==> config.mk <==
export PLATFORM = sky130hd
export DESIGN_NAME = cia_top
export DESIGN_NICKNAME = d
export VERILOG_FILES = /design/src/logic/cia_regmap_pkg.sv /design/src/logic/cia_timer_pkg.sv /design/src/logic/cia_reg_bus_if.sv /design/src/logic/cia_bus_decode.sv /design/src/logic/cia_irq.sv /design/src/logic/cia_ports.sv /design/src/logic/cia_timers.sv /design/src/logic/cia_top.sv
export SDC_FILE = /design/constraint.sdc
export NUM_CORES = 1
export LEC_CHECK = 0
export BUFFER_PORTS_ARGS = -buffer_cell sky130_fd_sc_hd__buf_2
export CAP_MARGIN = 20
export CORE_ASPECT_RATIO = 0.8
export CORE_MARGIN = 1
export CORE_UTILIZATION = 30
export CTS_BUF_LIST = sky130_fd_sc_hd__clkbuf_2
export DETAILED_ROUTE_END_ITERATION = 6
export GPL_TIMING_DRIVEN = 0
export PLACE_DENSITY = 0.51
export SLEW_MARGIN = 20
export SYNTH_ARGS = -nofsm -noshare
export SYNTH_HDL_FRONTEND = slang
export SYNTH_HIERARCHICAL = 1
export SYNTH_SLANG_ARGS = --single-unit
export TNS_END_PERCENT = 5
==> constraint.sdc <==
create_clock -name clk -period 8.36 [get_ports clk]
set_input_delay 0.836 -clock clk [delete_from_list [all_inputs] [get_ports clk]]
set_output_delay 0.836 -clock clk [all_outputs]
set_load 0.02 [all_outputs]
==> src/logic/cia_regmap_pkg.sv <==
// ~~~~~~~~~~~~~~~~~~~~~~~~~~~~~~~~~~~~~~~~~~~~~~~~~~~~~~~~~~~~
// Register map of the CIA core: the sixteen register addresses,
// the data bus width and the read-back mask of CRA and CRB.
// Imported by the decoder, the function blocks and the top level.
// ~~~~~~~~~~~~~~~~~~~~~~~~~~~~~~~~~~~~~~~~~~~~~~~~~~~~~~~~~~~~

package cia_regmap_pkg;

  localparam int bus_width = 8;

  // Force-load is a strobe and always reads as zero
  localparam logic [bus_width-1:0] ctrl_read_mask = 8'hef;

  typedef enum logic [3:0] {
    reg_pra       = 4'h0,
    reg_prb       = 4'h1,
    reg_ddra      = 4'h2,
    reg_ddrb      = 4'h3,
    reg_ta_lo     = 4'h4,
    reg_ta_hi     = 4'h5,
    reg_tb_lo     = 4'h6,
    reg_tb_hi     = 4'h7,
    reg_tod_10ths = 4'h8,
    reg_tod_sec   = 4'h9,
    reg_tod_min   = 4'ha,
    reg_tod_hr    = 4'hb,
    reg_sdr       = 4'hc,
    reg_icr       = 4'hd,
    reg_cra       = 4'he,
    reg_crb       = 4'hf
  } cia_reg_e;

endpackage

==> src/logic/cia_timer_pkg.sv <==
// ~~~~~~~~~~~~~~~~~~~~~~~~~~~~~~~~~~~~~~~~~~~~~~~~~~~~~~~~~~~~
// Timer and interrupt definitions: control register bit
// positions, timer width and the interrupt source numbering.
// ~~~~~~~~~~~~~~~~~~~~~~~~~~~~~~~~~~~~~~~~~~~~~~~~~~~~~~~~~~~~

package cia_timer_pkg;

  localparam int timer_width = 16;
  localparam int icr_width   = 5;

  // CRA / CRB bit positions
  localparam int cr_start      = 0;
  localparam int cr_pbon       = 1;
  localparam int cr_toggle     = 2;
  localparam int cr_oneshot    = 3;
  localparam int cr_load       = 4;
  localparam int cra_inmode    = 5;
  localparam int crb_inmode_lo = 5;
  localparam int crb_inmode_hi = 6;

  // Bit index of each source in the ICR
  typedef enum logic [2:0] {
    src_ta    = 3'd0,
    src_tb    = 3'd1,
    src_alarm = 3'd2,
    src_sp    = 3'd3,
    src_flag  = 3'd4
  } irq_src_e;

endpackage

==> src/logic/cia_reg_bus_if.sv <==
// ~~~~~~~~~~~~~~~~~~~~~~~~~~~~~~~~~~~~~~~~~~~~~~~~~~~~~~~~~~~~
// Internal register bus. The decoder drives the strobes, the
// register address and the write data; each function block
// receives them and decodes its own registers.
// ~~~~~~~~~~~~~~~~~~~~~~~~~~~~~~~~~~~~~~~~~~~~~~~~~~~~~~~~~~~~

`timescale 1ns/1ps

interface cia_reg_bus_if import cia_regmap_pkg::*; ();

  logic                 rd;
  logic                 wr;
  cia_reg_e             rs;
  logic [bus_width-1:0] wdata;

  modport driver (
    output rd,
    output wr,
    output rs,
    output wdata
  );

  modport receiver (
    input rd,
    input wr,
    input rs,
    input wdata
  );

endinterface

==> src/logic/cia_bus_decode.sv <==
// ~~~~~~~~~~~~~~~~~~~~~~~~~~~~~~~~~~~~~~~~~~~~~~~~~~~~~~~~~~~~
// Processor bus front end. Builds read and write strobes from
// phi2_n, cs_n and rw, passes address and data to the blocks,
// and registers the selected read value onto db_out.
// ~~~~~~~~~~~~~~~~~~~~~~~~~~~~~~~~~~~~~~~~~~~~~~~~~~~~~~~~~~~~

`timescale 1ns/1ps

module cia_bus_decode import cia_regmap_pkg::*; (
  input  logic                 clk,
  input  logic                 int_reset,
  input  logic                 phi2_n,
  input  logic                 cs_n,
  input  logic                 rw,
  input  logic [3:0]           rs,
  input  logic [bus_width-1:0] db_in,
  cia_reg_bus_if.driver        bus,
  input  logic [bus_width-1:0] port_rdata,
  input  logic [bus_width-1:0] timer_rdata,
  input  logic [bus_width-1:0] icr_rdata,
  output logic [bus_width-1:0] db_out
);

  cia_reg_e             addr;
  logic                 rd;
  logic [bus_width-1:0] rdata;

  assign addr = cia_reg_e'(rs);
  assign rd   = phi2_n & ~cs_n & rw;

  assign bus.rd    = rd;
  assign bus.wr    = phi2_n & ~cs_n & ~rw;
  assign bus.rs    = addr;
  assign bus.wdata = db_in;

  // Read value by register group
  always_comb begin
    rdata = '0;
    case (addr)
      reg_pra, reg_prb, reg_ddra, reg_ddrb:
        rdata = port_rdata;
      reg_ta_lo, reg_ta_hi, reg_tb_lo, reg_tb_hi:
        rdata = timer_rdata;
      reg_cra, reg_crb:
        rdata = timer_rdata & ctrl_read_mask;
      reg_icr:
        rdata = icr_rdata;
      // TOD and serial port are not implemented
      reg_tod_10ths, reg_tod_sec, reg_tod_min, reg_tod_hr, reg_sdr:
        rdata = '0;
      default:
        rdata = '0;
    endcase
  end

  always_ff @(posedge clk) begin
    if (int_reset) begin
      db_out <= '0;
    end else if (rd) begin
      db_out <= rdata;
    end
  end

endmodule

==> src/logic/cia_irq.sv <==
// ~~~~~~~~~~~~~~~~~~~~~~~~~~~~~~~~~~~~~~~~~~~~~~~~~~~~~~~~~~~~
// Interrupt control. Sticky source flags, the mask register
// with set/clear writes, irq_n and clear-on-read of the ICR.
// mode high selects the newer part with per-clk mask updates.
// ~~~~~~~~~~~~~~~~~~~~~~~~~~~~~~~~~~~~~~~~~~~~~~~~~~~~~~~~~~~~

`timescale 1ns/1ps

module cia_irq import cia_regmap_pkg::*, cia_timer_pkg::*; (
  input  logic                 clk,
  input  logic                 int_reset,
  input  logic                 mode,
  input  logic                 phi2_p,
  cia_reg_bus_if.receiver      bus,
  input  logic                 ta_underflow,
  input  logic                 tb_underflow,
  input  logic                 flag_event,
  output logic                 irq_n,
  output logic [bus_width-1:0] icr_rdata
);

  logic [icr_width-1:0] imr;
  logic [icr_width-1:0] icr_flags;
  logic [icr_width-1:0] mask_sel;
  logic                 mask_set;
  logic                 icr_clear;

  always_ff @(posedge clk) begin
    if (int_reset) begin
      imr       <= '0;
      icr_flags <= '0;
      mask_sel  <= '0;
      mask_set  <= 1'b0;
      icr_clear <= 1'b0;
      irq_n     <= 1'b1;
    end else begin
      if (bus.wr && bus.rs == reg_icr) begin
        mask_set <= bus.wdata[bus_width-1];
        mask_sel <= bus.wdata[icr_width-1:0];
      end
      if (bus.rd && bus.rs == reg_icr) icr_clear <= 1'b1;

      if (phi2_p | mode) begin
        imr <= mask_set ? imr | mask_sel : imr & ~mask_sel;
        if (irq_n) irq_n <= ~|(imr & icr_flags);
      end
      if (phi2_p & icr_clear) begin
        icr_flags <= '0;
        irq_n     <= 1'b1;
        icr_clear <= 1'b0;
      end

      // New events win over a clear in the same clk
      if (ta_underflow) icr_flags[src_ta]   <= 1'b1;
      if (tb_underflow) icr_flags[src_tb]   <= 1'b1;
      if (flag_event)   icr_flags[src_flag] <= 1'b1;
      // No TOD alarm or serial port in this core
      icr_flags[src_alarm] <= 1'b0;
      icr_flags[src_sp]    <= 1'b0;
    end
  end

  assign icr_rdata = {~irq_n, {(bus_width - 1 - icr_width){1'b0}}, icr_flags};

endmodule

==> src/logic/cia_ports.sv <==
// ~~~~~~~~~~~~~~~~~~~~~~~~~~~~~~~~~~~~~~~~~~~~~~~~~~~~~~~~~~~~
// Parallel ports A and B with their direction registers, the
// PB6/PB7 timer override, FLAG edge detection and the pc_n
// handshake pulse on port B accesses.
// ~~~~~~~~~~~~~~~~~~~~~~~~~~~~~~~~~~~~~~~~~~~~~~~~~~~~~~~~~~~~

`timescale 1ns/1ps

module cia_ports import cia_regmap_pkg::*; (
  input  logic                 clk,
  input  logic                 int_reset,
  input  logic                 phi2_p,
  input  logic                 cs_n,
  cia_reg_bus_if.receiver      bus,
  input  logic [bus_width-1:0] pa_in,
  input  logic [bus_width-1:0] pb_in,
  input  logic                 pb6_timer,
  input  logic                 pb6_en,
  input  logic                 pb7_timer,
  input  logic                 pb7_en,
  input  logic                 flag_n,
  output logic [bus_width-1:0] pa_out,
  output logic [bus_width-1:0] pb_out,
  output logic                 pc_n,
  output logic                 flag_event,
  output logic [bus_width-1:0] port_rdata
);

  logic [bus_width-1:0] pra;
  logic [bus_width-1:0] prb;
  logic [bus_width-1:0] ddra;
  logic [bus_width-1:0] ddrb;
  logic [bus_width-1:0] pb_drive;
  logic                 flag_prev;

  always_ff @(posedge clk) begin
    if (int_reset) begin
      pra  <= '0;
      prb  <= '0;
      ddra <= '0;
      ddrb <= '0;
    end else if (bus.wr) begin
      case (bus.rs)
        reg_pra:  pra  <= bus.wdata;
        reg_prb:  prb  <= bus.wdata;
        reg_ddra: ddra <= bus.wdata;
        reg_ddrb: ddrb <= bus.wdata;
        default: ;
      endcase
    end
  end

  // Input bits float high
  always_comb begin
    pb_drive    = prb | ~ddrb;
    if (pb6_en) pb_drive[6] = pb6_timer;
    if (pb7_en) pb_drive[7] = pb7_timer;
  end

  always_ff @(posedge clk) begin
    if (int_reset) begin
      pa_out    <= '0;
      pb_out    <= '0;
      pc_n      <= 1'b1;
      flag_prev <= 1'b1;
    end else begin
      if (phi2_p) begin
        pa_out    <= pra | ~ddra;
        pb_out    <= pb_drive;
        flag_prev <= flag_n;
      end
      // Low from the PRB access until the next phi2 rise
      if (!cs_n && bus.rs == reg_prb) begin
        pc_n <= 1'b0;
      end else if (phi2_p) begin
        pc_n <= 1'b1;
      end
    end
  end

  assign flag_event = phi2_p & flag_prev & ~flag_n;

  always_comb begin
    case (bus.rs)
      reg_pra:  port_rdata = pa_in;
      reg_prb:  port_rdata = pb_in;
      reg_ddra: port_rdata = ddra;
      reg_ddrb: port_rdata = ddrb;
      default:  port_rdata = '0;
    endcase
  end

endmodule

==> src/logic/cia_timers.sv <==
// ~~~~~~~~~~~~~~~~~~~~~~~~~~~~~~~~~~~~~~~~~~~~~~~~~~~~~~~~~~~~
// Timers A and B. Each has a 16-bit latch, a down counter, a
// control register and a two-stage count pipeline clocked by
// phi2_p. Underflows feed the ICR, timer B and PB6/PB7.
// ~~~~~~~~~~~~~~~~~~~~~~~~~~~~~~~~~~~~~~~~~~~~~~~~~~~~~~~~~~~~

`timescale 1ns/1ps

module cia_timers import cia_regmap_pkg::*, cia_timer_pkg::*; (
  input  logic                 clk,
  input  logic                 int_reset,
  input  logic                 phi2_p,
  input  logic                 cnt_in,
  cia_reg_bus_if.receiver      bus,
  output logic                 ta_underflow,
  output logic                 tb_underflow,
  output logic                 pb6_timer,
  output logic                 pb6_en,
  output logic                 pb7_timer,
  output logic                 pb7_en,
  output logic [bus_width-1:0] timer_rdata
);

  logic                              cnt_prev;
  logic                              count0;
  logic                              count1;
  logic [1:0]                        uf_raw;
  logic [1:0]                        ff_q;
  logic [1:0][timer_width-1:0]       cur;
  logic [1:0][bus_width-1:0]         ctrl;

  // CNT rising edge delayed by two phi2 stages
  always_ff @(posedge clk) begin
    if (int_reset) begin
      cnt_prev <= 1'b0;
      count0   <= 1'b0;
      count1   <= 1'b0;
    end else if (phi2_p) begin
      cnt_prev <= cnt_in;
      count0   <= cnt_in & ~cnt_prev;
      count1   <= count0;
    end
  end

  for (genvar i = 0; i < 2; i++) begin : g_tmr
    localparam cia_reg_e lo_addr = (i == 0) ? reg_ta_lo : reg_tb_lo;
    localparam cia_reg_e hi_addr = (i == 0) ? reg_ta_hi : reg_tb_hi;
    localparam cia_reg_e cr_addr = (i == 0) ? reg_cra : reg_crb;

    logic [bus_width-1:0]   cr;
    logic [timer_width-1:0] latch;
    logic [timer_width-1:0] count;
    logic [timer_width-1:0] next_val;
    logic                   tin;
    logic                   cnt2;
    logic                   cnt3;
    logic                   load1;
    logic                   oneshot0;
    logic                   ff;

    // Timer B may count A underflows, optionally gated by CNT
    if (i == 0) begin : g_src_a
      assign tin = cr[cra_inmode] ? count1 : 1'b1;
    end else begin : g_src_b
      assign tin = cr[crb_inmode_hi] ? (uf_raw[0] & (~cr[crb_inmode_lo] | cnt_in))
                                     : (~cr[crb_inmode_lo] | count1);
    end

    assign next_val  = cnt3 ? count - 1'b1 : count;
    assign uf_raw[i] = (next_val == '0) & cnt2;
    assign ff_q[i]   = ff;
    assign cur[i]    = count;
    assign ctrl[i]   = cr;

    always_ff @(posedge clk) begin
      if (int_reset) begin
        cr       <= '0;
        latch    <= '1;
        count    <= '0;
        cnt2     <= 1'b0;
        cnt3     <= 1'b0;
        load1    <= 1'b0;
        oneshot0 <= 1'b0;
        ff       <= 1'b0;
      end else begin
        if (phi2_p) begin
          cnt2        <= tin & cr[cr_start];
          cnt3        <= cnt2;
          load1       <= cr[cr_load];
          cr[cr_load] <= 1'b0;
          oneshot0    <= cr[cr_oneshot];
          count       <= next_val;
          if (uf_raw[i]) begin
            ff    <= ~ff;
            count <= latch;
            cnt3  <= 1'b0;
            if (cr[cr_oneshot] | oneshot0) begin
              cr[cr_start] <= 1'b0;
              cnt2         <= 1'b0;
            end
          end
          // Force load one phi2 after the CR write
          if (load1) begin
            count <= latch;
            cnt3  <= 1'b0;
          end
        end
        if (bus.wr) begin
          if (bus.rs == lo_addr) begin
            latch[7:0] <= bus.wdata;
            if (uf_raw[i]) count <= {latch[15:8], bus.wdata};
          end else if (bus.rs == hi_addr) begin
            latch[15:8] <= bus.wdata;
            // A stopped timer loads on a high-byte write
            if (!cr[cr_start]) begin
              count <= {bus.wdata, latch[7:0]};
              cnt3  <= 1'b0;
            end
          end else if (bus.rs == cr_addr) begin
            cr <= bus.wdata;
            ff <= ff | (bus.wdata[cr_start] & ~cr[cr_start]);
          end
        end
      end
    end
  end

  assign ta_underflow = phi2_p & uf_raw[0];
  assign tb_underflow = phi2_p & uf_raw[1];

  assign pb6_en    = ctrl[0][cr_pbon];
  assign pb7_en    = ctrl[1][cr_pbon];
  assign pb6_timer = ctrl[0][cr_toggle] ? ff_q[0] ^ ta_underflow : ta_underflow;
  assign pb7_timer = ctrl[1][cr_toggle] ? ff_q[1] ^ tb_underflow : tb_underflow;

  always_comb begin
    case (bus.rs)
      reg_ta_lo: timer_rdata = cur[0][7:0];
      reg_ta_hi: timer_rdata = cur[0][15:8];
      reg_tb_lo: timer_rdata = cur[1][7:0];
      reg_tb_hi: timer_rdata = cur[1][15:8];
      reg_cra:   timer_rdata = ctrl[0];
      reg_crb:   timer_rdata = ctrl[1];
      default:   timer_rdata = '0;
    endcase
  end

endmodule

==> src/logic/cia_top.sv <==
// ~~~~~~~~~~~~~~~~~~~~~~~~~~~~~~~~~~~~~~~~~~~~~~~~~~~~~~~~~~~~
// CIA core top level. Joins the bus decoder, ports, timers and
// interrupt block; all chip pins are plain ports.
// ~~~~~~~~~~~~~~~~~~~~~~~~~~~~~~~~~~~~~~~~~~~~~~~~~~~~~~~~~~~~

`timescale 1ns/1ps

module cia_top import cia_regmap_pkg::*; (
  input  logic                 clk,
  input  logic                 int_reset,
  input  logic                 mode,
  input  logic                 phi2_p,
  input  logic                 phi2_n,
  input  logic                 cs_n,
  input  logic                 rw,
  input  logic [3:0]           rs,
  input  logic [bus_width-1:0] db_in,
  output logic [bus_width-1:0] db_out,
  input  logic [bus_width-1:0] pa_in,
  output logic [bus_width-1:0] pa_out,
  input  logic [bus_width-1:0] pb_in,
  output logic [bus_width-1:0] pb_out,
  input  logic                 flag_n,
  output logic                 pc_n,
  input  logic                 cnt_in,
  output logic                 irq_n
);

  logic [bus_width-1:0] port_rdata;
  logic [bus_width-1:0] timer_rdata;
  logic [bus_width-1:0] icr_rdata;
  logic                 ta_underflow;
  logic                 tb_underflow;
  logic                 flag_event;
  logic                 pb6_timer;
  logic                 pb6_en;
  logic                 pb7_timer;
  logic                 pb7_en;

  cia_reg_bus_if bus ();

  cia_bus_decode u_decode (
    .clk         (clk),
    .int_reset   (int_reset),
    .phi2_n      (phi2_n),
    .cs_n        (cs_n),
    .rw          (rw),
    .rs          (rs),
    .db_in       (db_in),
    .bus         (bus.driver),
    .port_rdata  (port_rdata),
    .timer_rdata (timer_rdata),
    .icr_rdata   (icr_rdata),
    .db_out      (db_out)
  );

  cia_ports u_ports (
    .clk        (clk),
    .int_reset  (int_reset),
    .phi2_p     (phi2_p),
    .cs_n       (cs_n),
    .bus        (bus.receiver),
    .pa_in      (pa_in),
    .pb_in      (pb_in),
    .pb6_timer  (pb6_timer),
    .pb6_en     (pb6_en),
    .pb7_timer  (pb7_timer),
    .pb7_en     (pb7_en),
    .flag_n     (flag_n),
    .pa_out     (pa_out),
    .pb_out     (pb_out),
    .pc_n       (pc_n),
    .flag_event (flag_event),
    .port_rdata (port_rdata)
  );

  cia_timers u_timers (
    .clk          (clk),
    .int_reset    (int_reset),
    .phi2_p       (phi2_p),
    .cnt_in       (cnt_in),
    .bus          (bus.receiver),
    .ta_underflow (ta_underflow),
    .tb_underflow (tb_underflow),
    .pb6_timer    (pb6_timer),
    .pb6_en       (pb6_en),
    .pb7_timer    (pb7_timer),
    .pb7_en       (pb7_en),
    .timer_rdata  (timer_rdata)
  );

  cia_irq u_irq (
    .clk          (clk),
    .int_reset    (int_reset),
    .mode         (mode),
    .phi2_p       (phi2_p),
    .bus          (bus.receiver),
    .ta_underflow (ta_underflow),
    .tb_underflow (tb_underflow),
    .flag_event   (flag_event),
    .irq_n        (irq_n),
    .icr_rdata    (icr_rdata)
  );

endmodule

==> results_dict.tcl, run 1 <==
set metrics [dict create \
    p_leak_uw 0.00394 \
    drive_above_1_share_pct 15.2 \
    dp_hpwl_mm 25.4 \
    ys_async_sr_fraction_pct 0 \
    clock_path_buffers 2 \
    fin_crit_ps 4240 \
    crit_required_ps 9010 \
    crit_fanout 6 \
    ys_seq_elements 163 \
    ir_drop_mv 0.0860 \
    layout.nets 1227 \
    finalNonFillerCells 1615 \
    worstMarginPinSlew_ps 1150 \
    dieHeight_um 160 \
    fin_hold_ws_ps 256 \
    cpMaxStageDelayCell "nor4b_1" \
    critPathLaunch "u_timers/g_tmr[1].count[0]" \
    finalHoldViolCount 0 \
    fin_setup_tns_ps 0 \
    hold_end "u_ports/flag_prev" \
    routed_wirelength_mm 34.1 \
    crit_arrival_ps 4890 \
    worst_setup_path_start_kind "register" \
    rsz0062_at_grt "false" \
    dpl.cell_count 1582 \
    core_mm2 0.0305 \
    via_per_inst 5.56 \
    seq_area_mm2 0.00326 \
    seq_area_frac_synth_pct 35.0 \
    drtAntennaViolNets 0 \
    regToRegEndpoint "u_timers/g_tmr[1].count[12]" \
    synth-edff-count 0 \
    r2r_setup_slack_ps 4120 \
    area_growth_pct 11.5 \
    htreeDepth 4 \
    start_util_pct 30.6 \
    slowest_delay_ps 1000 \
    insertion_delay_ps 780 \
    multi_input_area_mm2 0.00543 \
    rows 57 \
    grt_antenna_before_repair 1 \
    grt_overflow 0 \
    fillCellCount 3299 \
    route.detailed.wl_per_inst_um 21.1 \
    setup_viol 0 \
    drc 0 \
    endpoint_kind "register" \
    grt_pass1_wl_mm 51.7 \
    dieWidth_um 199 \
    relSlewSlack_pct 22.2 \
    maxCapViolCount 0 \
    crit_family "simple AND/OR/NAND/NOR gates" \
    netlist_area_mm2 0.00933 \
    crit_type "register to register" \
    cts_tree "done" \
    ys_warn_count 6 \
    hold_path_class "primary input to register" \
    fin_skew_ps 39.6 \
    worst_hold_startpoint "flag_n" \
    hold_buffers 0 \
    path_clk_slew_ps 270 \
    grt_pass1_vias 8294 \
    drt-pass1-iter-count 7 \
    first_iter_violations 1056 \
    syn_inst 1112 \
    pwr_density_cell_mw_per_mm2 140 \
    crit_chain "inv_1, ha_1, nand4bb_1, nor4_1, xnor2_1, or4b_2, nor4b_1, a21oi_1, o221ai_1, o22ai_1" \
    gp_congestion 0.910 \
    ctsResizeCount 0 \
    r2r_start "u_timers/g_tmr[1].count[0]" \
    root_buffer "clkbuf_2" \
    avgSynthCellArea_um2 8.39 \
    fmax_mhz 236 \
    grt_max_degree 17 \
    stdcell_area_mm2 0.0104 \
    io_buffers 53 \
    post-cts-setup-buffer-count 0 \
    path_buf_inv 1 \
    holdPathStages 2 \
    ys_types 92 \
    drv_slew 0 \
    vias 8985 \
    synth_ff_type "dfxtp_1" \
    pin_count 63 \
    dpl_cell_area_mm2 0.0101 \
    reg2reg_depth 10 \
    cts_num_sinks 163 \
    status "finished, final reports clean" \
    die_area_mm2 0.0318 \
    cts_inserted_buffers 17 \
    grtUsageTotal_pct 21.6 \
    period_share_pct 50.7 \
]
## worst register-to-register path, stage by stage (launching register included)
cell and delay, ps:
dfxtp_1 430, inv_1 140, ha_1 300, nand4bb_1 300, nor4_1 410, xnor2_1 260
or4b_2 640, nor4b_1 1000, a21oi_1 290, o221ai_1 270, o22ai_1 100
## kinds of logic after synthesis
family	Yosys count	synth area share, %
XOR/XNOR	18	1.69
other	1	0.0402
adder cells (fa/ha/maj)	2	0.268
flip-flops	163	35.0
AND/OR/NAND/NOR	439	25.2
multiplexers	84	9.19
AO/OA/AOI/OAI	277	21.7
buffers and inverters	128	6.99
## cell usage in the layout, fill, tap and decap left out, types with 6 or more instances in the layout
| cell | count |
|---|---|
| a221oi_2 | 7 |
| a311oi_1 | 9 |
| mux2_2 | 13 |
| buf_6 | 9 |
| mux2i_1 | 71 |
| nand4b_1 | 7 |
| buf_4 | 18 |
| nand4_1 | 7 |
| xnor2_1 | 11 |
| clkbuf_2 | 19 |
| dfxtp_1 | 163 |
| a21o_1 | 6 |
| a211oi_2 | 8 |
| o221ai_1 | 6 |
| and3_1 | 8 |
| a222oi_1 | 9 |
| nand2b_1 | 53 |
| nor2_1 | 87 |
| nand2_1 | 139 |
| nand3_1 | 36 |
| o22ai_1 | 25 |
| a211oi_1 | 6 |
| a22oi_1 | 42 |
| a21oi_1 | 56 |
| nor3_1 | 19 |
| xor2_1 | 7 |
| o21ai_0 | 37 |
| buf_2 | 63 |
| nor4_1 | 13 |
| or3_1 | 12 |
| buf_1 | 7 |
| nor2b_1 | 8 |
| clkbuf_1 | 56 |
| inv_1 | 26 |
| o211ai_1 | 6 |
| o21ai_1 | 6 |
## per-layer routing
metal	share of wire [%]	vias to the layer above	GRT usage (%)
met5	0	-	0
met4	1.3	0	5.03
met3	8.7	35	4.31
met2	40	368	29.1
met1	50	4388	34.1
li1	-	4194	-
## worst max-delay path by stage
stage,slack (ps),end,cells past startpoint
after floorplan,5170,u_timers/g_tmr[0].count[11],9
after global placement,3310,u_timers/g_tmr[0].count[6],8
after detailed placement,4380,u_timers/g_tmr[1].count[12],10
after CTS,4380,u_timers/g_tmr[1].count[12],10
after global routing,4000,u_timers/g_tmr[0].count[7],10
final,4120,u_timers/g_tmr[1].count[12],10
## state kept, by name, summed over array words and instances (netlist names), 2 cells and up, named ones only
name	count
u_timers/g_tmr.cnt3	2
u_timers/g_tmr.load1	2
u_timers/g_tmr.count	32
u_irq/mask_sel	3
u_ports/pb_out	8
u_timers/g_tmr.latch	32
u_ports/ddrb	8
u_ports/pa_out	8
u_timers/g_tmr.cnt2	2
u_irq/icr_flags	3
u_ports/prb	8
u_ports/ddra	8
u_decode/db_out	8
u_timers/g_tmr.cr	16
u_timers/g_tmr.ff	2
u_ports/pra	8
u_timers/g_tmr.oneshot0	2
## Yosys cell counts (5+ instances only)
cell        n  area (um2)
nand2_1   139         522
mux2_2     13         146
dfxtp_1   163        3260
nor2_1     87         327
o21ai_1     6        30.0
buf_2      10        50.1
inv_1      26        97.6
and2_1      5        31.3
a21oi_1    56         280
a222oi_1    9        90.1
a22oi_1    42         315
nor4_1     13        81.3
o31a_1      5        43.8
nand4_1     7        43.8
o221ai_1    6        52.6
nor2b_1     8        50.1
a221oi_2    7         105
a211oi_1    6        45.0
o211ai_1    6        45.0
buf_4      17         128
a21o_1      6        45.0
buf_1       7        26.3
a311oi_1    9        78.8
o22ai_1    25         156
or3_1      12        75.1
clkbuf_1   56         210
o21ai_2     5        43.8
buf_6       9         101
nand2b_1   53         332
nand4b_1    7        61.3
xor2_1      7        61.3
o21ai_0    37         185
and3_1      8        50.1
mux2i_1    71         711
nand3_1    36         180
nor3_1     19        95.1
o21a_1      5        37.5
xnor2_1    11        96.3
a211oi_2    8         100
## through the flow
step           setup WS [ps]  total power [uW]  utilization, %
6_report                4120              1450            34.1
3_3_place_gp            3310               984            33.2
3_5_place_dp            4380               984            33.3
5_1_grt                 4000              1520            34.1
2_1_floorplan           5170               919               -
4_1_cts                 4380              1470            34.1
## report_power, final
part           internal (uW)  switching (uW)  total [uW]
logic                   54.9             117         172
clock network            154             328         481
registers                792            8.88         801
total                   1000             454        1450
## area by class of cell
type                       instances  share of cell area (%)
antenna                            1                  0.0241
tap                              413                    4.97
inverter                          27                   0.975
sequential                       163                    31.4
buffer                           101                    5.29
clock buffer                      19                   0.915
multi-input combinational        824                    52.2
timing repair buffer              54                    2.62
clock inverter                    13                    1.60
No activity file was read; power rests on OpenSTA's default activity.
==> run 2, diff against run 1 <==
- ABC_AREA: default -> 1
- clock period: 8.36 -> 4.3 ns (I/O delays scaled with it)
==> results_dict.tcl, run 2 <==
set metrics [dict create \
    status "finished, final reports clean" \
    rsz0062_at_grt "false" \
    seq_area_frac_synth_pct 33.6 \
    gp_congestion 0.938 \
    clkPwrFrac_pct 25.7 \
    ys_types 45 \
    cts_inserted_buffers 17 \
    core_mm2 0.0316 \
    drv_slew 0 \
    multi_input_area_mm2 0.00501 \
    grt_pass1_vias 9355 \
    fmax_mhz 292 \
    layout_common_cells "nand2_1, inv_1, nor2_1" \
    rows 58 \
    layout.nets 1682 \
    dpl.cell_count 2034 \
    start_util_pct 30.7 \
    maxCapViolCount 0 \
    cts_num_sinks 163 \
    synth-edff-count 0 \
    p_leak_uw 0.00510 \
    netlist_area_mm2 0.00972 \
    synth_area_leader_cell "dfxtp_1" \
    vias 10300 \
    via_per_inst 4.97 \
    cts_tree "done" \
    grt_max_degree 17 \
    worst_setup_path_start_kind "primary input" \
    die_area_mm2 0.0331 \
    fin_crit_ps 3420 \
    ys_top_cells_by_area "dfxtp_1, nand2_1, inv_1" \
    p_switching_uw 1140 \
    drtAntennaViolNets 0 \
    utilization_pct 34.3 \
    pwr-share-comb_pct 22.5 \
    path_clk_slew_ps 250 \
    finalNonFillerCells 2077 \
    ys_async_sr_fraction_pct 0 \
    grt_overflow 0 \
    ys_seq_elements 163 \
    insertion_delay_ps 780 \
    yosysTopAreaCellShare_pct 33.6 \
    synth_top_cells_by_count "nand2_1, inv_1, nor2_1, dfxtp_1, nand3_1" \
    grtUsageTotal_pct 21.9 \
    route.detailed.wl_per_inst_um 17.3 \
    relSlewSlack_pct 44.3 \
    ir_drop_mv 0.124 \
    first_iter_violations 1018 \
    crit_fanout 10 \
    seq_area_mm2 0.00326 \
    drc 0 \
    fin_skew_ps 34.3 \
    ctsResizeCount 0 \
    clock_path_buffers 2 \
    htreeDepth 4 \
    grt_antenna_before_repair 2 \
    top_regs "u_timers/g_tmr.count x32, u_timers/g_tmr.latch x32, u_timers/g_tmr.cr x16" \
    worstMarginPinSlew_ps 836 \
    final_common_cell "nand2_1" \
    period_share_pct 79.6 \
    synth_ff_type "dfxtp_1" \
    drive_above_1_share_pct 10.3 \
    crit_required_ps 4980 \
    finalHoldViolCount 0 \
    pin_count 63 \
    hold_path_class "primary input to register" \
    dp_hpwl_mm 27.2 \
    p_total_uw 3140 \
    dieWidth_um 203 \
    root_buffer "clkbuf_2" \
    endpoint_kind "register" \
    setup_viol 0 \
    area_growth_pct 11.5 \
    p_int_uw 2000 \
    drt-pass1-iter-count 5 \
    io_buffers 53 \
    syn_inst 1558 \
    crit_type "primary input to register" \
    fin_setup_tns_ps 0 \
    crit_arrival_ps 4100 \
    avgSynthCellArea_um2 6.24 \
    ys_warn_count 6 \
    grt_pass1_wl_mm 55.2 \
    pwr_density_cell_mw_per_mm2 290 \
    fin_hold_ws_ps 89.7 \
    dieHeight_um 163 \
    fillCellCount 3590 \
    routed_wirelength_mm 36.0 \
    p_seq_share_pct 51.8 \
    synth_most_common_cell "nand2_1" \
    p_sw_share_pct 36.4 \
]
-- run 2: changes by cell type in the layout (fill, tap and decap cells not counted), moves of 16 or more --
cell and delta:
inv_1 +228, clkbuf_1 -27, nand2b_1 -53, a22oi_1 -42, nand3_1 +97, nor2_1 +94
o21ai_0 +41, nand2_1 +233, o21ai_1 +16, mux2i_1 -71, o211ai_1 +18, nand4_1 +43
-- run 2: logic make-up after synthesis --
| kind of cell | Yosys count | synth area share, % |
|---|---|---|
| compound gates | 252 | 15.1 |
| xor+xnor | 13 | 1.17 |
| fa+ha+maj | 2 | 0.257 |
| buf+inv | 351 | 15.1 |
| flops | 163 | 33.6 |
| other cells | 1 | 0.0386 |
| simple gates | 776 | 34.8 |
-- run 2: area by class of cell --
| type | count | area share [%] |
|---|---|---|
| Inverter | 271 | 9.50 |
| Antenna cell | 1 | 0.0231 |
| Multi-Input combinational cell | 1047 | 46.2 |
| Sequential cell | 163 | 30.1 |
| Buffer | 80 | 4.04 |
| Timing Repair Buffer | 63 | 3.37 |
| Tap cell | 420 | 4.85 |
| Clock inverter | 13 | 1.04 |
| Clock buffer | 19 | 0.877 |
-- run 2: final timing paths --
path | to | depth (start not counted) | slack, ps | start
setup / recovery | u_timers/g_tmr[0].count[13] | 15 | 880 | cs_n
hold / removal | u_timers/g_tmr[1].ff | 3 | 90 | db_in[0]
setup reg to reg | u_ports/pb_out[6] | 12 | 1110 | u_timers/g_tmr[0].count[5]
hold reg to reg | u_irq/icr_clear | 2 | 470 | u_irq/icr_clear
-- run 2: power groups by stage --
| stage | combinational (uW) | sequential, uW | clock [uW] |
|---|---|---|---|
| 5_1_grt | 780 | 1630 | 896 |
| 3_5_place_dp | 683 | 1650 | 0 |
| 6_report | 706 | 1630 | 808 |
| 2_1_floorplan | 462 | 1650 | 0 |
| 3_3_place_gp | 681 | 1660 | 0 |
| 4_1_cts | 694 | 1630 | 832 |
-- run 2: critical path, stage by stage --
cell and delay (ps):
dlygate4sd3_1 530, buf_2 160, nor3_2 660, clkinv_1 620, nor2_1 320, inv_1 70, nor2_1 130, clkinv_1 320
o21ai_1 250, inv_1 90, buf_2 210, nand2_1 120, nand2_1 50, nor2_1 90, nor2_1 40
-- run 2: what timing repair did --
action                                 4_1_cts  5_1_grt
hold buffers                                10        0
buffers inserted                             0        0
endpoints found under the hold margin       23        0
-- run 2: routing by layer --
layer | part of all wire, % | global-route usage, %
met1 | 51 | 34.1
met5 | 0 | 0
met3 | 8.0 | 4.06
met2 | 40 | 30.3
met4 | 1.3 | 5.19
-- run 2: metrics by stage --
| step | setup WS (ps) | cell area, um2 |
|---|---|---|
| floorplan | 1650 | 9730 |
| global placement | 165 | 10500 |
| detailed placement | 703 | 10500 |
| CTS | 1000 | 10800 |
| global route | 723 | 10800 |
| finish | 876 | 10800 |
